## src/pb_pkg.sv

```systemverilog
`default_nettype none

package pb_pkg;

    localparam int clks_per_bit      = 16;   // UART bit period in clocks
    localparam int cmd_word_len      = 11;   // Includes the trailing comma
    localparam int param_bytes       = 4;
    localparam int max_line_len      = 32;   // Bytes beyond this are dropped
    localparam int bus_strobe_cycles = 4;

    localparam logic [7:0] ascii_cr = 8'h0D;
    localparam logic [7:0] ascii_lf = 8'h0A;

    localparam logic [8*cmd_word_len-1:0] cmd_write_word = "pb_i_write,";
    localparam logic [8*cmd_word_len-1:0] cmd_read_word  = "pb_i__read,";
    localparam logic [15:0]               ok_text        = "OK";
    localparam logic [31:0]               oops_text      = "oops";

    typedef enum logic [1:0] {
        OP_WRITE,
        OP_READ,
        OP_BAD
    } cmd_op_t;

    // Unknown characters decode as zero
    function automatic logic [3:0] ascii_to_nibble(input logic [7:0] c);
        if (c >= "0" && c <= "9") begin
            return c[3:0];
        end
        if ((c >= "A" && c <= "F") || (c >= "a" && c <= "f")) begin
            return c[3:0] + 4'd9;            // 'A' and 'a' both end in 1
        end
        return 4'h0;
    endfunction

    function automatic logic [7:0] nibble_to_ascii(input logic [3:0] n);
        if (n < 4'd10) begin
            return {4'h3, n};
        end
        return 8'h37 + {4'h0, n};           // Upper case A-F
    endfunction

endpackage

`default_nettype wire

```

## src/uart_tx.sv

```systemverilog
`timescale 1ns/1ps
`default_nettype none

module uart_tx (
    input  logic       clock,
    input  logic       rst_n,
    input  logic [7:0] tx_byte,
    input  logic       tx_valid,
    output logic       tx_ready,
    output logic       tx
);
    import pb_pkg::*;

    typedef enum logic [1:0] {
        TX_IDLE,
        TX_START,
        TX_DATA,
        TX_STOP
    } tx_state_t;

    tx_state_t                         state;
    logic [$clog2(clks_per_bit)-1:0]   cnt;
    logic [2:0]                        bit_idx;
    logic [7:0]                        shift;

    always_ff @(posedge clock or negedge rst_n) begin
        if (!rst_n) begin
            state   <= TX_IDLE;
            cnt     <= '0;
            bit_idx <= '0;
        end else begin
            case (state)
                TX_IDLE: begin
                    cnt     <= '0;
                    bit_idx <= '0;
                    if (tx_valid) begin
                        state <= TX_START;
                    end
                end
                TX_START: begin
                    cnt <= cnt + 1'b1;
                    if (cnt == clks_per_bit - 1) begin
                        state <= TX_DATA;
                    end
                end
                TX_DATA: begin
                    cnt <= cnt + 1'b1;
                    if (cnt == clks_per_bit - 1) begin
                        bit_idx <= bit_idx + 1'b1;
                        if (bit_idx == 3'd7) begin
                            state <= TX_STOP;
                        end
                    end
                end
                TX_STOP: begin
                    cnt <= cnt + 1'b1;
                    if (cnt == clks_per_bit - 1) begin
                        state <= TX_IDLE;
                    end
                end
                default: state <= TX_IDLE;
            endcase
        end
    end

    always_ff @(posedge clock) begin
        if (state == TX_IDLE && tx_valid) begin
            shift <= tx_byte;                // Capture on handshake
        end else if (state == TX_DATA && cnt == clks_per_bit - 1) begin
            shift <= {1'b0, shift[7:1]};
        end
    end

    assign tx_ready = (state == TX_IDLE);

    always_comb begin
        case (state)
            TX_START: tx = 1'b0;
            TX_DATA:  tx = shift[0];
            default:  tx = 1'b1;             // Idle and stop bit
        endcase
    end

endmodule

`default_nettype wire

```

## config.mk

```make
export PLATFORM = sky130hd
export DESIGN_NAME = uart_tx
export DESIGN_NICKNAME = d
export VERILOG_FILES = /design/src/pb_pkg.sv /design/src/uart_tx.sv
export SDC_FILE = /design/constraint.sdc
export NUM_CORES = 1
export LEC_CHECK = 0
export BUFFER_PORTS_ARGS = -buffer_cell sky130_fd_sc_hd__buf_2
export CAP_MARGIN = 40
export CORE_MARGIN = 2
export CORE_UTILIZATION = 53
export DETAILED_ROUTE_END_ITERATION = 16
export GPL_TIMING_DRIVEN = 1
export PLACE_DENSITY = 0.86
export SLEW_MARGIN = 20
export SYNTH_ARGS = -nofsm -noshare
export SYNTH_HDL_FRONTEND = slang
export SYNTH_SLANG_ARGS = --single-unit
export TNS_END_PERCENT = 50
```

## constraint.sdc

```tcl
create_clock -name clock -period 2 [get_ports clock]
set_input_delay 0.1 -clock clock [delete_from_list [all_inputs] [get_ports clock]]
set_output_delay 0.1 -clock clock [all_outputs]
set_load 0.01 [all_outputs]
```

==> flow_summary.json, run 1 <==
{
  "outcome": "completed",
  "syn-cell-area_sq_um": 826,
  "power.clock.fraction_pct": 32.0,
  "post-route-period-util_pct": 93.4,
  "met1_usage_pct": 21.2,
  "grt-busiest-layer": "met2",
  "die-height_microns": 43.5,
  "powerDensity_nw_per_um2": 574,
  "timing.fmax_mhz": 535,
  "num_io_pins": 13,
  "grtUsageTotal_pct": 17.7,
  "cts_resized": 0,
  "total_number_of_nets_in_the_final_design": 103,
  "drtPass1Iterations": 4,
  "routed_via_density": 5.22,
  "port_buffers": 12,
  "cts.sink_count": 17,
  "setup_tns_ps": 0,
  "share_of_post_route_cells_with_drive_strength_above_1_pct": 32.1,
  "ys_seq_elements": 17,
  "final_common_cell": "sky130_fd_sc_hd__buf_2",
  "grt_pass1_wl_microns": 2300,
  "synth_top_cell_by_area": "sky130_fd_sc_hd__edfxtp_1",
  "synth_top_cells_by_area": "sky130_fd_sc_hd__edfxtp_1 (29%), sky130_fd_sc_hd__dfrtp_1 (27%), sky130_fd_sc_hd__ha_1 (11%)",
  "grt_overflow": 0,
  "dp_hpwl_microns": 1020,
  "relative_slew_margins_pct": 70.3,
  "place_congestion": 0.830,
  "synth-warning-count": 0,
  "cts_tree": "done",
  "instances_no_fill": 100,
  "number_of_global_route_vias_before_repair": 545,
  "reg_to_reg_setup_timing_slack_ps": 130,
  "arrival_ps": 2050,
  "drv_cap": 0,
  "antenna_found_initial": 0,
  "post-cts-setup-buffers": 0,
  "leakagePower_nw": 0.448,
  "route.final.wire_length_microns": 1380,
  "post-route-util_pct": 65.0,
  "library_cells_used_by_synthesis": 19,
  "post_synth_inst_count": 64,
  "grt_start_max_net_pins": 10,
  "netSwitchingFraction_pct": 19.3,
  "worst_setup_hold_path_clk_slew_ps": 100,
  "dieArea_sq_um": 1890,
  "grt_setup_unrepaired": "no",
  "cts-buffers-inserted": 3,
  "final_cell_mix": "sky130_fd_sc_hd__buf_2 (12), sky130_fd_sc_hd__dfrtp_1 (9), sky130_fd_sc_hd__edfxtp_1 (8), sky130_fd_sc_hd__mux2_2 (7), sky130_fd_sc_hd__ha_1 (7)",
  "core_sq_um": 1490,
  "final.min_clock_period_ps": 1870,
  "antenna_left": 0,
  "seqPwrFrac_pct": 65.3,
  "post_detailed_route_wirelength_per_cell_microns": 13.8,
  "synthesis.nets": 82,
  "global_route.usage.met3_pct": 3.75,
  "setup_violations": 0,
  "report.final.hold_viol_count": 0,
  "yosysTopAreaCellShare_pct": 29.1,
  "worst_ir_drop_vdd_v": 0.000407,
  "crit_type": "reg -> reg",
  "cts-htree-levels": 1,
  "p_comb_share_pct": 2.7,
  "end_kind": "flip-flop",
  "placed_instance_count": 95,
  "drc": 0,
  "area_delta_synth_final_pct": 17.3,
  "pins_over_their_slew_limit": 0,
  "start_util_pct": 55.5,
  "placementRows": 14,
  "yosysSeqAreaShare_pct": 56.4,
  "insertion_delay_ps": 280,
  "num_vias": 522,
  "maximum_count_of_clock_buffers_along_a_single_path": 2,
  "critical_path.startpoint_type": "flip-flop",
  "cts_root_buffer": "sky130_fd_sc_hd__clkbuf_4",
  "die_w_microns": 43.5,
  "holdCritPathClass": "in -> reg",
  "worst_slew_pin_slew_ps": 440,
  "worst_clock_skew_ps": 6.19,
  "timing.critical_path.required_ps": 2180,
  "gr-usage-met2_pct": 28.7,
  "p_int_w": 0.000449,
  "total_power_w": 0.000556,
  "netSwitchingPower_w": 0.000107,
  "drtIter0Drc": 8,
  "worst-path-max-fanout": 4,
  "syn-mean-instance-area_sq_um": 12.9,
  "antennaDiodeCount": 0
}
-- critical path, stage by stage, from the launching register on --
cell	delay (ps)
sky130_fd_sc_hd__dfrtp_1	390
sky130_fd_sc_hd__inv_1	80
sky130_fd_sc_hd__ha_1	230
sky130_fd_sc_hd__or3_1	380
sky130_fd_sc_hd__a221o_1	370
sky130_fd_sc_hd__mux2_4	310
-- kinds of logic (layout without fill, tap and decap cells) --
family | after synthesis | after routing | synth area share (%)
AO/OA/AOI/OAI | 6 | 6 | 4.24
XOR/XNOR | 3 | 3 | 3.18
adder cells (fa/ha/maj) | 7 | 7 | 10.6
buffers and inverters | 5 | 25 | 2.27
flip-flops | 17 | 17 | 56.4
multiplexers | 11 | 11 | 15.0
AND/OR/NAND/NOR | 15 | 15 | 8.33
-- synthesized netlist by cell type --
master / count
sky130_fd_sc_hd__dfrtp_1: 9
sky130_fd_sc_hd__edfxtp_1: 8
sky130_fd_sc_hd__ha_1: 7
sky130_fd_sc_hd__mux2_2: 7
sky130_fd_sc_hd__nor2_1: 5
sky130_fd_sc_hd__inv_1: 4
sky130_fd_sc_hd__nand2_1: 4
sky130_fd_sc_hd__o21ai_0: 4
sky130_fd_sc_hd__mux2i_1: 3
sky130_fd_sc_hd__nand3_1: 2
sky130_fd_sc_hd__nor2b_1: 2
sky130_fd_sc_hd__xor2_1: 2
sky130_fd_sc_hd__a21oi_1: 1
sky130_fd_sc_hd__a221o_1: 1
sky130_fd_sc_hd__and3_1: 1
sky130_fd_sc_hd__clkbuf_1: 1
sky130_fd_sc_hd__mux2_4: 1
sky130_fd_sc_hd__or3_1: 1
sky130_fd_sc_hd__xnor2_1: 1
-- per-layer routing --
layer | share of wire [%] | up-vias | wire (microns)
met4 | 1.5 | 0 | 21
met5 | 0 | - | 0
met1 | 45 | 244 | 618
met2 | 49 | 15 | 682
li1 | - | 261 | -
met3 | 4.1 | 2 | 57
-- final timing paths --
check | start | endpoint | cells past startpoint
setup / recovery | state[0] | state[1] | 5
hold / removal | tx_byte[2] | shift[2] | 2
setup reg to reg | state[0] | state[1] | 5
hold reg to reg | cnt[0] | cnt[0] | 1
max in group asynchronous | rst_n | cnt[0] | 2
min in group asynchronous | rst_n | bit_idx[1] | 2
-- per-stage QoR --
step	hold slack [ps]	setup slack (ps)	instance area, sq um
floorplan	-196	136	826
CTS	104	138	968
detailed placement	-35.3	155	932
finish	112	132	968
global route	98.5	83.2	968
global placement	-38.0	209	932
-- power groups by stage --
| stage | Sequential [W] | Clock [W] | Combinational (W) |
|---|---|---|---|
| 2_1_floorplan | 0.000371 | 0 | 0.000000527 |
| 3_3_place_gp | 0.000371 | 0 | 0.0000135 |
| 3_5_place_dp | 0.000371 | 0 | 0.0000138 |
| 4_1_cts | 0.000363 | 0.000186 | 0.0000153 |
| 5_1_grt | 0.000363 | 0.000203 | 0.0000173 |
| 6_report | 0.000363 | 0.000178 | 0.0000152 |
-- final cells by class --
type,count,area (sq um)
Tap cell,16,20.0
Multi-Input combinational cell,42,342
Fill cell,118,520
Timing Repair Buffer,17,100
Inverter,4,15.0
Sequential cell,17,465
Clock buffer,4,26.3
-- timing repair --
action | in CTS | in global routing
hold buffers | 1 | 0
setup endpoints to repair | 0 | 0
hold endpoints to repair | 9 | 0
-- flip-flops by register name (all words and copies together) (netlist names) --
signal	flops
bit_idx	3
state	2
shift	8
cnt	4
Note: power is estimated with default switching activity, not from simulation.
==> run 2: changes to the inputs <==
--- a/config.mk
+++ b/config.mk
@@ -12,6 +12,7 @@
 export DETAILED_ROUTE_END_ITERATION = 16
 export GPL_TIMING_DRIVEN = 1
 export PLACE_DENSITY = 0.86
+export RECOVER_POWER = 50
 export SLEW_MARGIN = 20
 export SYNTH_ARGS = -nofsm -noshare
 export SYNTH_HDL_FRONTEND = slang
==> run 2 against run 1 <==
Net effect:
- total power rose by 0.14%
- via count up 1.1%
- combinational power about the same
- first-iteration DRC count is 13% lower
- global-route usage is the same
- register-to-register slack hardly changed
- non-clock buffer count did not move
- critical path type unchanged
==> flow_summary.json, run 2 (synthesized netlist as in run 1, its figures left out) <==
{
  "antenna_found_initial": 0,
  "outcome": "completed",
  "cts-htree-levels": 1,
  "drtIter0Drc": 7,
  "final_cell_mix": "sky130_fd_sc_hd__buf_2 (10), sky130_fd_sc_hd__dfrtp_1 (9), sky130_fd_sc_hd__edfxtp_1 (8), sky130_fd_sc_hd__mux2_2 (7), sky130_fd_sc_hd__ha_1 (7)",
  "setup_tns_ps": 0,
  "met1_usage_pct": 21.2,
  "drtPass1Iterations": 5,
  "critical_path.startpoint_type": "flip-flop",
  "worst_clock_skew_ps": 7.10,
  "worst-path-max-fanout": 4,
  "share_of_post_route_cells_with_drive_strength_above_1_pct": 28.6,
  "sequential_cell_area_sq_um": 465,
  "dieArea_sq_um": 1890,
  "drc": 0,
  "area_delta_synth_final_pct": 16.5,
  "relative_slew_margins_pct": 64.6,
  "insertion_delay_ps": 280,
  "port_buffers": 12,
  "cts_tree": "done",
  "cts.sink_count": 17,
  "total_power_w": 0.000557,
  "antennaDiodeCount": 0,
  "timing.critical_path.required_ps": 2180,
  "post-route-period-util_pct": 93.5,
  "grt_setup_unrepaired": "no",
  "cts-buffers-inserted": 3,
  "core_sq_um": 1490,
  "worst_ir_drop_vdd_v": 0.000408,
  "number_of_global_route_vias_before_repair": 545,
  "worst_setup_hold_path_clk_slew_ps": 100,
  "multiInputGateArea_sq_um": 342,
  "final_common_cell": "sky130_fd_sc_hd__buf_2",
  "grt_start_max_net_pins": 10,
  "placementRows": 14,
  "total_number_of_nets_in_the_final_design": 103,
  "largest_reg_flops": 8,
  "grt_overflow": 0,
  "leakagePower_nw": 0.436,
  "route.final.wire_length_microns": 1380,
  "pins_over_their_slew_limit": 0,
  "post-route-util_pct": 64.6,
  "gr-usage-met2_pct": 28.7,
  "global_route.usage.met3_pct": 3.75,
  "largestRegisters": "shift (8), cnt (4), bit_idx (3)",
  "drv_cap": 0,
  "instances_no_fill": 100,
  "dp_hpwl_microns": 1020,
  "powerDensity_nw_per_um2": 579,
  "worst_slew_pin_slew_ps": 531,
  "antenna_left": 0,
  "report.final.hold_viol_count": 0,
  "num_vias": 528,
  "biggest_register": "shift",
  "routed_via_density": 5.28,
  "holdCritPathClass": "in -> reg",
  "placed_instance_count": 95,
  "place_congestion": 0.830,
  "start_util_pct": 55.5,
  "die_w_microns": 43.5,
  "grt-busiest-layer": "met2",
  "post-cts-setup-buffers": 0,
  "timing.fmax_mhz": 535,
  "setup_violations": 0,
  "cts_root_buffer": "sky130_fd_sc_hd__clkbuf_4",
  "arrival_ps": 2050,
  "grt_pass1_wl_microns": 2300,
  "grtUsageTotal_pct": 17.7,
  "maximum_count_of_clock_buffers_along_a_single_path": 2,
  "crit_type": "reg -> reg",
  "die-height_microns": 43.5,
  "n_fill_cell": 120,
  "post_detailed_route_wirelength_per_cell_microns": 13.8,
  "num_io_pins": 13,
  "final.min_clock_period_ps": 1870,
  "end_kind": "flip-flop"
}
## run 2: cell count changes in the layout (fill, tap and decap cells not counted)
cell	previous run	this run
sky130_fd_sc_hd__clkbuf_1	1	4
sky130_fd_sc_hd__buf_2	12	10
sky130_fd_sc_hd__buf_4	4	3
## run 2: path summary, 6_finish.rpt
check                      slack [ps]       end  cells past startpoint  startpoint
max                               130  state[1]                      5    state[0]
max in group asynchronous        1320    cnt[0]                      2       rst_n
max reg2reg                       130  state[1]                      5    state[0]
min reg2reg                       460    cnt[0]                      1      cnt[0]
min in group asynchronous         320  state[0]                      2       rst_n
min                               110  shift[2]                      2  tx_byte[2]
## run 2: routing by layer
metal,part of all wire [%],up-vias
met5,0,-
met1,45,249
met4,1.5,0
met2,49,15
met3,4.3,2
li1,-,262
## run 2: worst max-delay path, stage by stage, from the launching register on
cell	delay, ps
sky130_fd_sc_hd__dfrtp_1	390
sky130_fd_sc_hd__inv_1	80
sky130_fd_sc_hd__ha_1	230
sky130_fd_sc_hd__or3_1	380
sky130_fd_sc_hd__a221o_1	380
sky130_fd_sc_hd__mux2_4	310
## run 2: layout make-up
cell class	count	area share [%]
well taps	16	2.08
multi-input cells	42	35.5
inverters	4	1.56
flip-flops and latches	17	48.4
clock buffers	4	2.73
repair buffers	17	9.75
## run 2: report_power, final
part / switching (W) / total, W / internal (W)
sequential: 0 / 0.000363 / 0.000363
clock: 0.000102 / 0.000179 / 0.0000774
combinational: 0.00000704 / 0.0000151 / 0.00000801
total: 0.000109 / 0.000557 / 0.000448
## run 2: stage by stage
| stage | hold WS, ps | setup WS (ps) | area [sq um] |
|---|---|---|---|
| 2_1_floorplan | -196 | 136 | 826 |
| 3_3_place_gp | -38.0 | 209 | 932 |
| 3_5_place_dp | -35.3 | 155 | 932 |
| 4_1_cts | 104 | 138 | 968 |
| 5_1_grt | 98.5 | 83.2 | 962 |
| 6_report | 111 | 130 | 962 |
## run 2: repair_timing
| item | 4_1_cts | 5_1_grt |
|---|---|---|
| gates resized for setup | 0 | 0 |
| hold buffers | 1 | 0 |
| setup endpoints to repair | 0 | 0 |
| endpoints found under the hold margin | 9 | 0 |
==> run 3: changes to the inputs <==
--- a/config.mk
+++ b/config.mk
@@ -5,13 +5,14 @@
 export SDC_FILE = /design/constraint.sdc
 export NUM_CORES = 1
 export LEC_CHECK = 0
+export ABC_AREA = 1
 export BUFFER_PORTS_ARGS = -buffer_cell sky130_fd_sc_hd__buf_2
 export CAP_MARGIN = 40
 export CORE_MARGIN = 2
-export CORE_UTILIZATION = 53
+export CORE_UTILIZATION = 54
 export DETAILED_ROUTE_END_ITERATION = 16
 export GPL_TIMING_DRIVEN = 1
-export PLACE_DENSITY = 0.86
+export PLACE_DENSITY = 0.87
 export RECOVER_POWER = 50
 export SLEW_MARGIN = 20
 export SYNTH_ARGS = -nofsm -noshare
==> run 3 against run 2 <==
Net effect:
- sequential cell count unchanged
- worst setup slack improved by 280 ps
- non-clock buffer count decreased by 3
- synthesized cell count increased by 48%
- design area increased by 2.0%
- clock power increased by 2%
- clock skew about the same
- hold slack got worse by 9.0 ps
- cell count increased by 27%
==> flow_summary.json, run 3 <==
{
  "outcome": "completed",
  "total_power_w": 0.00127,
  "pins_over_their_slew_limit": 0,
  "smallest_setup_slack_after_layout_ps": 412,
  "dieArea_sq_um": 1970,
  "cts_root_buffer": "sky130_fd_sc_hd__clkbuf_4",
  "post-cts-setup-buffers": 0,
  "insertion_delay_ps": 300,
  "total_number_of_nets_in_the_final_design": 130,
  "core_sq_um": 1520,
  "end_kind": "flip-flop",
  "synth-main-ff-cell": "sky130_fd_sc_hd__dfrtp_1",
  "n_fill_cell": 125,
  "syn-mean-instance-area_sq_um": 9.26,
  "synth_top_cells_by_area": "sky130_fd_sc_hd__edfxtp_1 (27%), sky130_fd_sc_hd__dfrtp_1 (26%), sky130_fd_sc_hd__nand2_1 (12%)",
  "post-route-util_pct": 64.4,
  "cts-htree-levels": 1,
  "final_cell_mix": "sky130_fd_sc_hd__nand2_1 (29), sky130_fd_sc_hd__nand3_1 (14), sky130_fd_sc_hd__buf_2 (11), sky130_fd_sc_hd__dfrtp_1 (9), sky130_fd_sc_hd__edfxtp_1 (8)",
  "die_w_microns": 44.4,
  "critical_path.startpoint_type": "flip-flop",
  "holdCritPathClass": "in -> reg",
  "start_util_pct": 57.7,
  "cts.sink_count": 17,
  "biggest_register": "shift",
  "leakagePower_nw": 0.519,
  "num_vias": 681,
  "port_buffers": 12,
  "drc": 0,
  "ys_seq_elements": 17,
  "timing.rr.start": "state[0]",
  "yosysSeqAreaShare_pct": 52.9,
  "antenna_left": 0,
  "netSwitchingPower_w": 0.000504,
  "synth_edf_count": 8,
  "final_common_cell": "sky130_fd_sc_hd__nand2_1",
  "relative_slew_margins_pct": 66.5,
  "post_detailed_route_wirelength_per_cell_microns": 12.2,
  "placementRows": 14,
  "library_cells_used_by_synthesis": 17,
  "power.clock.fraction_pct": 14.4,
  "final.min_clock_period_ps": 1590,
  "drtIter0Drc": 18,
  "yosysTopAreaCellShare_pct": 27.3,
  "worst_clock_skew_ps": 6.66,
  "grt_setup_unrepaired": "no",
  "syn-cell-area_sq_um": 880,
  "postSynth.asyncResetShare_pct": 52.9,
  "post_synth_inst_count": 95,
  "timing.fmax_mhz": 630,
  "report.final.hold_viol_count": 0,
  "antenna_found_initial": 0,
  "p_comb_share_pct": 42.1,
  "netSwitchingFraction_pct": 39.8,
  "drv_cap": 0,
  "maximum_count_of_clock_buffers_along_a_single_path": 2,
  "worst_ir_drop_vdd_v": 0.000711,
  "largestRegisters": "shift (8), cnt (4), bit_idx (3)",
  "yosys-top-cells-count": "sky130_fd_sc_hd__nand2_1 (28), sky130_fd_sc_hd__nand3_1 (14), sky130_fd_sc_hd__dfrtp_1 (9), sky130_fd_sc_hd__edfxtp_1 (8)",
  "grt_overflow": 0,
  "synth_top_cell_by_area": "sky130_fd_sc_hd__edfxtp_1",
  "synthMostInstantiatedCell": "sky130_fd_sc_hd__nand2_1",
  "drtPass1Iterations": 4,
  "seqPwrFrac_pct": 43.5,
  "worst_setup_hold_path_clk_slew_ps": 90,
  "largest_reg_flops": 8,
  "crit_type": "reg -> reg",
  "cts_resized": 0,
  "area_delta_synth_final_pct": 11.5,
  "cts-buffers-inserted": 3,
  "arrival_ps": 1560,
  "fin_hold_ws_ps": 102,
  "antennaDiodeCount": 0,
  "worst_slew_pin_slew_ps": 502,
  "powerDensity_nw_per_um2": 1290,
  "cts_tree": "done",
  "route.final.wire_length_microns": 1550,
  "synth-warning-count": 0,
  "num_io_pins": 13,
  "worst-path-max-fanout": 8,
  "setup_tns_ps": 0,
  "ctsHoldBuffers": 1,
  "routed_via_density": 5.36,
  "critical_path.startpoint": "state[0]",
  "setup_violations": 0,
  "grt_pass1_wl_microns": 2630,
  "hold_start": "tx_byte[5]",
  "p_int_w": 0.000762,
  "die-height_microns": 44.4,
  "grtUsageTotal_pct": 19.1,
  "place_congestion": 0.819,
  "dpl_worst_slack_ps": 410,
  "timing.critical_path.required_ps": 1970,
  "post-route-period-util_pct": 79.4,
  "dp_hpwl_microns": 1160,
  "grt_start_max_net_pins": 15,
  "number_of_global_route_vias_before_repair": 667,
  "share_of_post_route_cells_with_drive_strength_above_1_pct": 20.7,
  "synthesis.nets": 113
}
run 3: area by class of cell:
cell class / instances / area, sq um / area share, %
Sequential cell: 17 / 465 / 47.4
Multi-Input combinational cell: 65 / 352 / 35.8
Timing Repair Buffer: 14 / 76.3 / 7.78
Inverter: 11 / 41.3 / 4.21
Clock buffer: 4 / 26.3 / 2.68
Tap cell: 16 / 20.0 / 2.04
run 3: critical path: stages (launching register included):
cell and delay (ps):
sky130_fd_sc_hd__dfrtp_1 420, sky130_fd_sc_hd__inv_1 100, sky130_fd_sc_hd__ha_1 260, sky130_fd_sc_hd__nand4_2 190, sky130_fd_sc_hd__nand2_1 310
run 3: worst paths after layout:
kind	to	slack [ps]	depth (start not counted)
setup reg to reg	shift[7]	410	4
min in group asynchronous	state[1]	260	2
setup / recovery	shift[7]	410	4
hold reg to reg	cnt[0]	470	1
hold / removal	shift[5]	100	3
max in group asynchronous	cnt[3]	1400	2
run 3: power groups by stage:
stage	Combinational, W	Sequential [W]	Clock [W]
2_1_floorplan	0.000420	0.000543	0
3_5_place_dp	0.000542	0.000558	0
5_1_grt	0.000632	0.000561	0.000197
4_1_cts	0.000546	0.000550	0.000185
6_report	0.000533	0.000551	0.000183
3_3_place_gp	0.000521	0.000551	0
run 3: logic make-up (layout without fill, tap and decap cells):
group	after synthesis	count (layout)	synth area share, %
xor gates and xnor gates	1	1	0.996
adders and majority gates	7	7	9.96
buffers and inverters	13	29	6.83
and+or+nand+nor	53	53	27.0
AOI/OAI and AO/OA	4	4	2.27
DFF	17	17	52.9
run 3: layer usage:
layer / wire length [microns] / global-route usage, % / vias up
met5: 0 / 0 / -
met4: 64 / 13.3 / 0
met3: 95 / 3.67 / 9
met2: 751 / 32.6 / 23
met1: 641 / 21.3 / 312
li1: - / - / 337
run 3: metrics by stage:
| step | cells | cell area, sq um |
|---|---|---|
| global route | 127 | 981 |
| finish | 127 | 981 |
| CTS | 127 | 985 |
| global placement | 122 | 948 |
| detailed placement | 122 | 948 |
| floorplan | 95 | 880 |
